`config.mk`:
```
export PLATFORM = sky130hd
export DESIGN_NAME = eth_fcs_top
export DESIGN_NICKNAME = d
export VERILOG_FILES = /design/src/source/eth_fcs_pkg.sv /design/src/source/crc32_accum.sv /design/src/source/crc32_byte_update.sv /design/src/source/eth_fcs_top.sv /design/src/source/fcs_apb_regs.sv /design/src/source/fcs_checker.sv /design/src/source/fcs_inserter.sv
export SDC_FILE = /design/constraint.sdc
export NUM_CORES = 1
export LEC_CHECK = 0
export BUFFER_PORTS_ARGS = -buffer_cell sky130_fd_sc_hd__buf_2
export CAP_MARGIN = 20
export CORE_MARGIN = 10
export CORE_UTILIZATION = 45
export CTS_CLUSTER_SIZE = 30
export DETAILED_ROUTE_END_ITERATION = 6
export GPL_ROUTABILITY_DRIVEN = 0
export PLACE_DENSITY = 0.68
export SLEW_MARGIN = 0
export SYNTH_ARGS = -nofsm -noshare
export SYNTH_HDL_FRONTEND = slang
export SYNTH_SLANG_ARGS = --single-unit
```
`constraint.sdc`:
```
create_clock -name clk -period 3.5 [get_ports clk]
set_clock_uncertainty 0.2 [all_clocks]
set_input_delay 1.05 -clock clk [delete_from_list [all_inputs] [get_ports clk]]
set_output_delay 1.05 -clock clk [all_outputs]
set_load 0.01 [all_outputs]
```
`src/source/eth_fcs_pkg.sv`:
```
// Ethernet FCS definitions
`default_nettype none

package eth_fcs_pkg;

    // IEEE 802.3 CRC-32 in reflected form
    localparam logic [31:0] CRC_POLY    = 32'hEDB8_8320;
    localparam logic [31:0] CRC_INIT    = 32'hFFFF_FFFF;

    // Raw state left after a good frame followed by its own FCS
    localparam logic [31:0] CRC_RESIDUE = 32'hDEBB_20E3;

    // Frame counter width
    localparam int CNT_WIDTH = 16;

    // APB register map
    localparam int APB_ADDR_WIDTH = 12;

    localparam logic [APB_ADDR_WIDTH-1:0] ADDR_CTRL     = 12'h000;
    localparam logic [APB_ADDR_WIDTH-1:0] ADDR_GOOD_CNT = 12'h004;
    localparam logic [APB_ADDR_WIDTH-1:0] ADDR_BAD_CNT  = 12'h008;
    localparam logic [APB_ADDR_WIDTH-1:0] ADDR_LAST_FCS = 12'h00C;

endpackage

`default_nettype wire

```
`src/source/crc32_accum.sv`:
```
// CRC-32 state register
`timescale 1ns/1ps
`default_nettype none

module crc32_accum (
    input  wire         clk,
    input  wire         reset,
    input  wire         start,
    input  wire         enable,
    input  wire  [7:0]  data,
    output logic [31:0] crc_state
);
    import eth_fcs_pkg::*;

    logic [31:0] crc_base;
    logic [31:0] crc_next;

    // A new frame restarts from the seed and takes its first byte at once
    assign crc_base = start ? CRC_INIT : crc_state;

    crc32_byte_update crc32_byte_update_i (
        .data     (data),
        .crc_in   (crc_base),
        .crc_next (crc_next)
    );

    always_ff @(posedge clk) begin
        if (reset) begin
            crc_state <= CRC_INIT;
        end else if (enable) begin
            crc_state <= crc_next;
        end
    end

endmodule

`default_nettype wire

```
`src/source/crc32_byte_update.sv`:
```
// CRC-32 byte update
`timescale 1ns/1ps
`default_nettype none

module crc32_byte_update (
    input  wire  [7:0]  data,
    input  wire  [31:0] crc_in,
    output logic [31:0] crc_next
);
    import eth_fcs_pkg::*;

    logic [31:0] crc;

    // In reflected form the byte enters at the low end
    // and each step shifts toward bit 0
    always_comb begin
        crc = crc_in ^ {24'h00_0000, data};
        for (int i = 0; i < 8; i++) begin
            if (crc[0]) begin
                crc = (crc >> 1) ^ CRC_POLY;
            end else begin
                crc = crc >> 1;
            end
        end
        crc_next = crc;
    end

endmodule

`default_nettype wire

```
`src/source/eth_fcs_top.sv`:
```
// Ethernet FCS subsystem
`timescale 1ns/1ps
`default_nettype none

module eth_fcs_top (
    input  wire                                  clk,
    input  wire                                  reset,
    input  wire                                  tx_in_valid,
    input  wire  [7:0]                           tx_in_data,
    input  wire                                  tx_in_last,
    output logic                                 tx_in_ready,
    output logic                                 tx_out_valid,
    output logic [7:0]                           tx_out_data,
    output logic                                 tx_out_last,
    input  wire                                  tx_out_ready,
    input  wire                                  rx_valid,
    input  wire  [7:0]                           rx_data,
    input  wire                                  rx_last,
    input  wire                                  psel,
    input  wire                                  penable,
    input  wire                                  pwrite,
    input  wire  [eth_fcs_pkg::APB_ADDR_WIDTH-1:0] paddr,
    input  wire  [31:0]                          pwdata,
    output logic [31:0]                          prdata,
    output logic                                 pready,
    output logic                                 pslverr
);
    logic        tx_fcs_enable;
    logic        fcs_done;
    logic [31:0] fcs_value;
    logic        frame_done;
    logic        frame_ok;

    fcs_inserter fcs_inserter_i (
        .clk           (clk),
        .reset         (reset),
        .tx_fcs_enable (tx_fcs_enable),
        .tx_in_valid   (tx_in_valid),
        .tx_in_data    (tx_in_data),
        .tx_in_last    (tx_in_last),
        .tx_in_ready   (tx_in_ready),
        .tx_out_valid  (tx_out_valid),
        .tx_out_data   (tx_out_data),
        .tx_out_last   (tx_out_last),
        .tx_out_ready  (tx_out_ready),
        .fcs_done      (fcs_done),
        .fcs_value     (fcs_value)
    );

    fcs_checker fcs_checker_i (
        .clk        (clk),
        .reset      (reset),
        .rx_valid   (rx_valid),
        .rx_data    (rx_data),
        .rx_last    (rx_last),
        .frame_done (frame_done),
        .frame_ok   (frame_ok)
    );

    fcs_apb_regs fcs_apb_regs_i (
        .clk           (clk),
        .reset         (reset),
        .psel          (psel),
        .penable       (penable),
        .pwrite        (pwrite),
        .paddr         (paddr),
        .pwdata        (pwdata),
        .prdata        (prdata),
        .pready        (pready),
        .pslverr       (pslverr),
        .tx_fcs_enable (tx_fcs_enable),
        .fcs_done      (fcs_done),
        .fcs_value     (fcs_value),
        .frame_done    (frame_done),
        .frame_ok      (frame_ok)
    );

endmodule

`default_nettype wire

```
`src/source/fcs_apb_regs.sv`:
```
// FCS APB register block
`timescale 1ns/1ps
`default_nettype none

module fcs_apb_regs (
    input  wire                                  clk,
    input  wire                                  reset,
    input  wire                                  psel,
    input  wire                                  penable,
    input  wire                                  pwrite,
    input  wire  [eth_fcs_pkg::APB_ADDR_WIDTH-1:0] paddr,
    input  wire  [31:0]                          pwdata,
    output logic [31:0]                          prdata,
    output logic                                 pready,
    output logic                                 pslverr,
    output logic                                 tx_fcs_enable,
    input  wire                                  fcs_done,
    input  wire  [31:0]                          fcs_value,
    input  wire                                  frame_done,
    input  wire                                  frame_ok
);
    import eth_fcs_pkg::*;

    logic                 access;
    logic                 wr_en;
    logic                 addr_hit;
    logic [CNT_WIDTH-1:0] good_cnt;
    logic [CNT_WIDTH-1:0] bad_cnt;
    logic [31:0]          last_fcs;

    // No wait states
    assign pready  = 1'b1;
    assign access  = psel && penable;
    assign wr_en   = access && pwrite;
    assign pslverr = access && !addr_hit;

    always_comb begin
        addr_hit = 1'b1;
        case (paddr)
            ADDR_CTRL:     prdata = {31'd0, tx_fcs_enable};
            ADDR_GOOD_CNT: prdata = 32'(good_cnt);
            ADDR_BAD_CNT:  prdata = 32'(bad_cnt);
            ADDR_LAST_FCS: prdata = last_fcs;
            default: begin
                prdata   = 32'd0;
                addr_hit = 1'b0;
            end
        endcase
    end

    always_ff @(posedge clk) begin
        if (reset) begin
            tx_fcs_enable <= 1'b1;
            good_cnt      <= '0;
            bad_cnt       <= '0;
            last_fcs      <= 32'd0;
        end else begin
            if (wr_en && paddr == ADDR_CTRL) begin
                tx_fcs_enable <= pwdata[0];
            end
            // Any write clears a counter, whatever the data
            if (wr_en && paddr == ADDR_GOOD_CNT) begin
                good_cnt <= '0;
            end else if (frame_done && frame_ok && good_cnt != {CNT_WIDTH{1'b1}}) begin
                good_cnt <= good_cnt + 1'b1;
            end
            if (wr_en && paddr == ADDR_BAD_CNT) begin
                bad_cnt <= '0;
            end else if (frame_done && !frame_ok && bad_cnt != {CNT_WIDTH{1'b1}}) begin
                bad_cnt <= bad_cnt + 1'b1;
            end
            if (fcs_done) begin
                last_fcs <= fcs_value;
            end
        end
    end

endmodule

`default_nettype wire

```
`src/source/fcs_checker.sv`:
```
// Receive FCS checker
`timescale 1ns/1ps
`default_nettype none

module fcs_checker (
    input  wire        clk,
    input  wire        reset,
    input  wire        rx_valid,
    input  wire  [7:0] rx_data,
    input  wire        rx_last,
    output logic       frame_done,
    output logic       frame_ok
);
    import eth_fcs_pkg::*;

    logic        first_byte;
    logic [31:0] crc_state;

    // FCS bytes go through the CRC like any other byte
    crc32_accum crc32_accum_i (
        .clk       (clk),
        .reset     (reset),
        .start     (first_byte),
        .enable    (rx_valid),
        .data      (rx_data),
        .crc_state (crc_state)
    );

    // Next byte after a last byte opens a new frame
    always_ff @(posedge clk) begin
        if (reset) begin
            first_byte <= 1'b1;
        end else if (rx_valid) begin
            first_byte <= rx_last;
        end
    end

    always_ff @(posedge clk) begin
        if (reset) begin
            frame_done <= 1'b0;
        end else begin
            frame_done <= rx_valid && rx_last;
        end
    end

    // State register already holds the value after the last byte here,
    // and a following frame only changes it one edge later
    assign frame_ok = frame_done && (crc_state == CRC_RESIDUE);

endmodule

`default_nettype wire

```
`src/source/fcs_inserter.sv`:
```
// Transmit FCS inserter
`timescale 1ns/1ps
`default_nettype none

module fcs_inserter (
    input  wire         clk,
    input  wire         reset,
    input  wire         tx_fcs_enable,
    input  wire         tx_in_valid,
    input  wire  [7:0]  tx_in_data,
    input  wire         tx_in_last,
    output logic        tx_in_ready,
    output logic        tx_out_valid,
    output logic [7:0]  tx_out_data,
    output logic        tx_out_last,
    input  wire         tx_out_ready,
    output logic        fcs_done,
    output logic [31:0] fcs_value
);
    typedef enum logic {
        ST_DATA,
        ST_FCS
    } state_t;

    state_t      state;
    logic [1:0]  byte_idx;
    logic        first_byte;
    logic        in_xfer;
    logic [31:0] crc_state;

    assign in_xfer = tx_in_valid && tx_in_ready;

    crc32_accum crc32_accum_i (
        .clk       (clk),
        .reset     (reset),
        .start     (first_byte),
        .enable    (in_xfer),
        .data      (tx_in_data),
        .crc_state (crc_state)
    );

    // Accumulator is idle during the FCS phase, so this stays put
    assign fcs_value = ~crc_state;

    always_comb begin
        if (state == ST_FCS) begin
            tx_in_ready  = 1'b0;
            tx_out_valid = 1'b1;
            tx_out_data  = fcs_value[{byte_idx, 3'b000} +: 8];
            tx_out_last  = (byte_idx == 2'd3);
        end else begin
            // Zero latency pass-through
            tx_in_ready  = tx_out_ready;
            tx_out_valid = tx_in_valid;
            tx_out_data  = tx_in_data;
            tx_out_last  = tx_in_last && !tx_fcs_enable;
        end
    end

    assign fcs_done = (state == ST_FCS) && (byte_idx == 2'd3) && tx_out_ready;

    always_ff @(posedge clk) begin
        if (reset) begin
            state      <= ST_DATA;
            byte_idx   <= 2'd0;
            first_byte <= 1'b1;
        end else begin
            case (state)
                ST_DATA: begin
                    if (in_xfer) begin
                        first_byte <= tx_in_last;
                        if (tx_in_last && tx_fcs_enable) begin
                            state <= ST_FCS;
                        end
                    end
                end
                ST_FCS: begin
                    // Index wraps back to 0 after the fourth byte
                    if (tx_out_ready) begin
                        byte_idx <= byte_idx + 2'd1;
                        if (byte_idx == 2'd3) begin
                            state <= ST_DATA;
                        end
                    end
                end
                default: state <= ST_DATA;
            endcase
        end
    end

endmodule

`default_nettype wire

```
; ---- Word level (Yosys, flattened, before mapping)
; Cells that the tools add are included.
[totals]
wordCells = 97
regBits = 135
out_inout_bits = 45
[classes]
shift = 1
n_reduce_logical = 26
n_eq_ne = 7
add_sub_neg = 3
n_mux = 29
bitwise = 20
[op_table]
columns = operator, count
row1 = $mux W32, 18
row2 = $not A13 Y14, 16
row3 = $pmux W32 S4, 1
row4 = $xor A32 B8 Y32, 2
row5 = $add A16 B1 Y16 const B, 2
row6 = $eq A32 B32 Y1 const B, 1
row7 = $ne A16 B16 Y1 const B, 2
row8 = $not A32 Y32, 1
row9 = $shiftx A32 B6 Y8, 1
row10 = $eq A12 B4 Y1 const B, 2
row11 = $logic_and A1 B1 Y1, 17
row12 = $eq A12 B3 Y1 const B, 1
row13 = $logic_not A12 Y1, 1
row14 = $mux W1, 8
row15 = $mux W8, 1
row16 = $reduce_and A2 Y1, 2
row17 = $reduce_or A2 Y1, 2
row18 = $reduce_or A4 Y1, 1
row19 = $logic_not A1 Y1, 3
row20 = $add A2 B1 Y2 const B, 1
row21 = $eq A2 B2 Y1 const B, 1
row22 = $pmux W1 S2, 1
row23 = $not A1 Y1, 1

; ---- Logic depth before layout (Yosys ltp)
[depth]
depth_word = 18
ltp_mapped = 8

; ---- Modules after synthesis
; Synthesis repeated with hierarchy kept, for this count alone.
[unflattened]
hier_cells = 929
area_unflattened_um2 = 8931.1
[by_module_without_submodules]
columns = module, cells_each, n_inst, area_per_inst_um2
row1 = fcs_apb_regs, 391, 1, 3325.7
row2 = crc32_accum, 141, 2, 1437.6
row3 = crc32_byte_update, 67, 2, 952.2
row4 = fcs_inserter, 102, 1, 664.4
row5 = fcs_checker, 20, 1, 161.4

; ---- Worst setup path after synthesis
; No wires, ideal clock.
[synth_timing]
path_kind = input port to output port
from = input port paddr[2] in the netlist's numbering
to = output port prdata[10]
path_buffers = 2
path_slack_ps = -91
arrival_time_ps = 2341
cell_stages = 6
required_time_ps = 2250
cell_sequence = buf_1 buf_1 mux2i_1 nor2_1 a21oi_1 nor2_1
[synth_between]
elab_chain_len = 2
word_cells_on_any_way = 5
cone_classes = 3 x eq/ne / 1 x mux / 1 x reduce/logical
[synth_rtl]
columns = item, line_no
row1 = "start, declared", eth_fcs_top.sv:22  ; input wire [eth_fcs_pkg::APB_ADDR_WIDTH-1:0] paddr,
row2 = "$eq A12 B4 Y1, or another cell as far along", fcs_apb_regs.sv:39  ; case (paddr)
row3 = $pmux W32 S4 (*), fcs_apb_regs.sv:39
row4 = "end, declared", eth_fcs_top.sv:24  ; output logic [31:0] prdata,
; Every way passes the cells marked *; elsewhere a longest branch is shown, timed or not.

; ---- Worst setup path after layout
[layout_timing]
from = input port paddr[1] in the netlist's numbering
to = output port prdata[31]
; The elaborated chain is that of the path after synthesis.

==> reports/metrics.csv <==
metric,value,unit
share of cells above drive strength 1,16.62,%
yosys warns,0,
row count,49,
Final Hold Viols,0,
drt pass-1 iters,5,
Register Area,0.002704,mm²
Setup TNS,0,ns
"antenna viol nets, final",0,
htree depth,4,
Worst R2R End,fcs_apb_regs_i.bad_cnt[8],
fin area,0.009490,mm²
"EDFF count, synth",0,
TritonCTS Buffers,17,
kind of critical path,input pin to output pin,
Tcrit/Tclk final,97.28,%
TritonCTS Sinks,135,
Netlist Area Pre-Place,0.008193,mm²
vias in the first global route,6982,
ys flop type,dfxtp_1,
Reg-to-Reg Start,fcs_checker_i.crc32_accum_i.crc_state[9],
post-synth top area share,32.99,%
post-CTS setup buffer count,0,
maxcap violations,0,
pin count of the biggest net entering global routing,62,
Place WS,0.03613,ns
CTS-repair resized insts,0,
CTS tree,built,
Initial DRC Count,602,
final-report setup violation count,0,
Initial Util,45.61,%
Worst Setup Start Kind,input pin,
CP endpoint,prdata[31],
Hold Buf Count CTS,0,
critical path arrival,2.15,ns
Highest Clock Rate,0.2937,GHz
Max clock buf depth,2,
"top cells by area, synth","dfxtp_1, xnor2_1, nor2_1",
"Clk pin slew, worst setup/hold paths",0.06,ns
crit-path cells,"buf_2, nor4_2, nand3_1, nor2_2, buf_6, and2_1, buf_2",
Worst-Margin Slew,0.7728,ns
final setup margin,0.09503,ns
Global Route Usage Sum,18.52,%
vias after detailed routing,7182,
worst vdd ir,0.3310,mV
ANT cells,0,
worst hold path type,flip-flop to flip-flop,
Yosys reg bits,135,
Tmin final,3.405,ns
DRT Wirelength,22.11,mm
root buffer cell,clkbuf_16,
placed cell area,0.008865,mm²
I/O Pins,115,
leakage,3.632,nW
# port buffers,82,
average wire per standard cell,17.09,µm
die area,0.02400,mm²
most frequent cells in the layout,"nor2_1, dfxtp_1, xnor2_1",
status,"complete, no violations",
CP peak stage delay,0.26,ns
Final HPWL DP,16.52,mm
RSZ-0062 raised after global routing,false,
max-slew violation total from the final report,0,
proportion of synthesized chip area in sequential cells,32.99,%
fill count,1715,
crit-path most repeated cell,buf_2,
Cells after Synth,990,
Setup crit end kind,output pin,
syn avg cell area,8.276,µm²
initial antenna violation count,0,
Worst path slowest cell,nor4_2,
Pwr Total,4.531,mW
Clock Latency Late Sink,0.43,ns
R2R Setup Slk,0.86,ns
average via count per standard cell,5.550,
PwrDens,477.4,mW/mm²
Nets,1125,
Synthesized Nets,1063,
total grt overflow,0,
FF-to-FF path depth,7,
Slew headroom,48.37,%
Die Wd,154.9,µm
DRC Markers,0,
multi-input logic area,0.005170,mm²
Yosys cell types,52,
"most common cell after layout, fill and taps aside",nor2_1,
Die Y,154.9,µm
core footprint,0.01796,mm²
largest area contributor in the netlist,dfxtp_1,
worst setup path startpoint,paddr[1],
fraction of registers with async set or reset after synthesis,0,%
Worst EP required,2.25,ns
"Max FO, Critical Path",16,
first-pass GRT wire length,36.50,mm
area growth from synthesis to layout,15.84,%
worst min path at each step:
stage	slack, ns	startpoint	cells after the start	to
2_1_floorplan	0.25	fcs_inserter_i.crc32_accum_i.crc_state[18]	1	fcs_apb_regs_i.last_fcs[18]
3_3_place_gp	0.28	fcs_apb_regs_i.good_cnt[9]	2	fcs_apb_regs_i.good_cnt[9]
3_5_place_dp	0.29	fcs_checker_i.crc32_accum_i.crc_state[13]	2	fcs_checker_i.crc32_accum_i.crc_state[13]
4_1_cts	0.30	fcs_apb_regs_i.last_fcs[29]	2	fcs_apb_regs_i.last_fcs[29]
5_1_grt	0.32	fcs_apb_regs_i.last_fcs[15]	2	fcs_apb_regs_i.last_fcs[15]
6_report	0.30	fcs_apb_regs_i.last_fcs[29]	2	fcs_apb_regs_i.last_fcs[29]
synth_stat cells, types with 2 or more instances:
master	n
nor3_1	18
buf_1	8
xnor3_1	5
a211o_1	18
o211ai_1	32
and3_1	14
o2111ai_1	3
and2_1	24
o21ai_0	21
clkbuf_1	55
nand2_1	67
xnor2_1	118
a31oi_1	3
clkinv_1	2
or2_2	2
nor2b_1	19
mux4_2	9
nor4_1	6
dfxtp_1	135
and4_1	3
nor2_1	171
mux2i_1	29
nand4b_1	5
a211oi_1	33
a21oi_1	38
xnor2_2	4
or3_1	12
nand3_1	33
ha_1	3
xor2_1	51
inv_1	7
buf_2	11
nand4_1	11
xor3_1	2
registers in the layout, indices dropped and copies added, names as in the netlist:
name,count
fcs_checker_i.frame_done,1
fcs_apb_regs_i.tx_fcs_enable,1
fcs_checker_i.first_byte,1
fcs_apb_regs_i.bad_cnt,16
fcs_inserter_i.byte_idx,2
fcs_inserter_i.crc32_accum_i.crc_state,32
fcs_apb_regs_i.good_cnt,16
fcs_apb_regs_i.last_fcs,32
fcs_checker_i.crc32_accum_i.crc_state,32
fcs_inserter_i.first_byte,1
fcs_inserter_i.state,1
power by group:
part	internal, mW	leakage, nW	switching, mW
logic	0.453	2.25	0.473
clock network	1.13	0.279	0.721
registers	1.63	1.10	0.132
critical path: cells and delay by family:
family | cells | cell delay (ns)
and+or+nand+nor | 4 | 0.70
buffers and inverters | 3 | 0.39
kinds of logic (layout without fill, tap and decap cells):
family                     count (synthesis)  in the layout  synth area share, %
adders and majority gates                  3              3               0.4582
buffers and inverters                     84            159                4.062
and+or+nand+nor                          394            394                22.63
AOI/OAI and AO/OA                        153            153                12.51
DFF                                      135            135                32.99
xor gates and xnor gates                 181            181                21.15
muxes                                     39             39                6.155
other                                      1              1              0.04577
through the flow:
stage          hold WS (ns)  instances  util (%)
2_1_floorplan        0.2454        990         -
3_3_place_gp         0.2819       1262     49.35
3_5_place_dp         0.2877       1262     49.35
4_1_cts              0.2979       1294     52.72
5_1_grt              0.3166       1294     52.83
6_report             0.2955       1294     52.83
area by class of cell:
type | count | area share [%]
inverters | 9 | 0.3955
well taps | 229 | 3.019
multi-input cells | 771 | 54.48
clock inverters | 14 | 1.859
repair buffers | 118 | 7.238
flip-flops and latches | 135 | 28.49
clock buffers | 18 | 4.522
per-layer routing:
metal | up-vias | GRT usage [%] | part of all wire (%)
met1 | 3379 | 24.19 | 46
met4 | 0 | 7.108 | 2.3
met2 | 259 | 28.48 | 44
met5 | - | 0 | 0
li1 | 3508 | - | -
met3 | 36 | 4.990 | 7.5
Note: power is estimated with default switching activity, not from simulation.
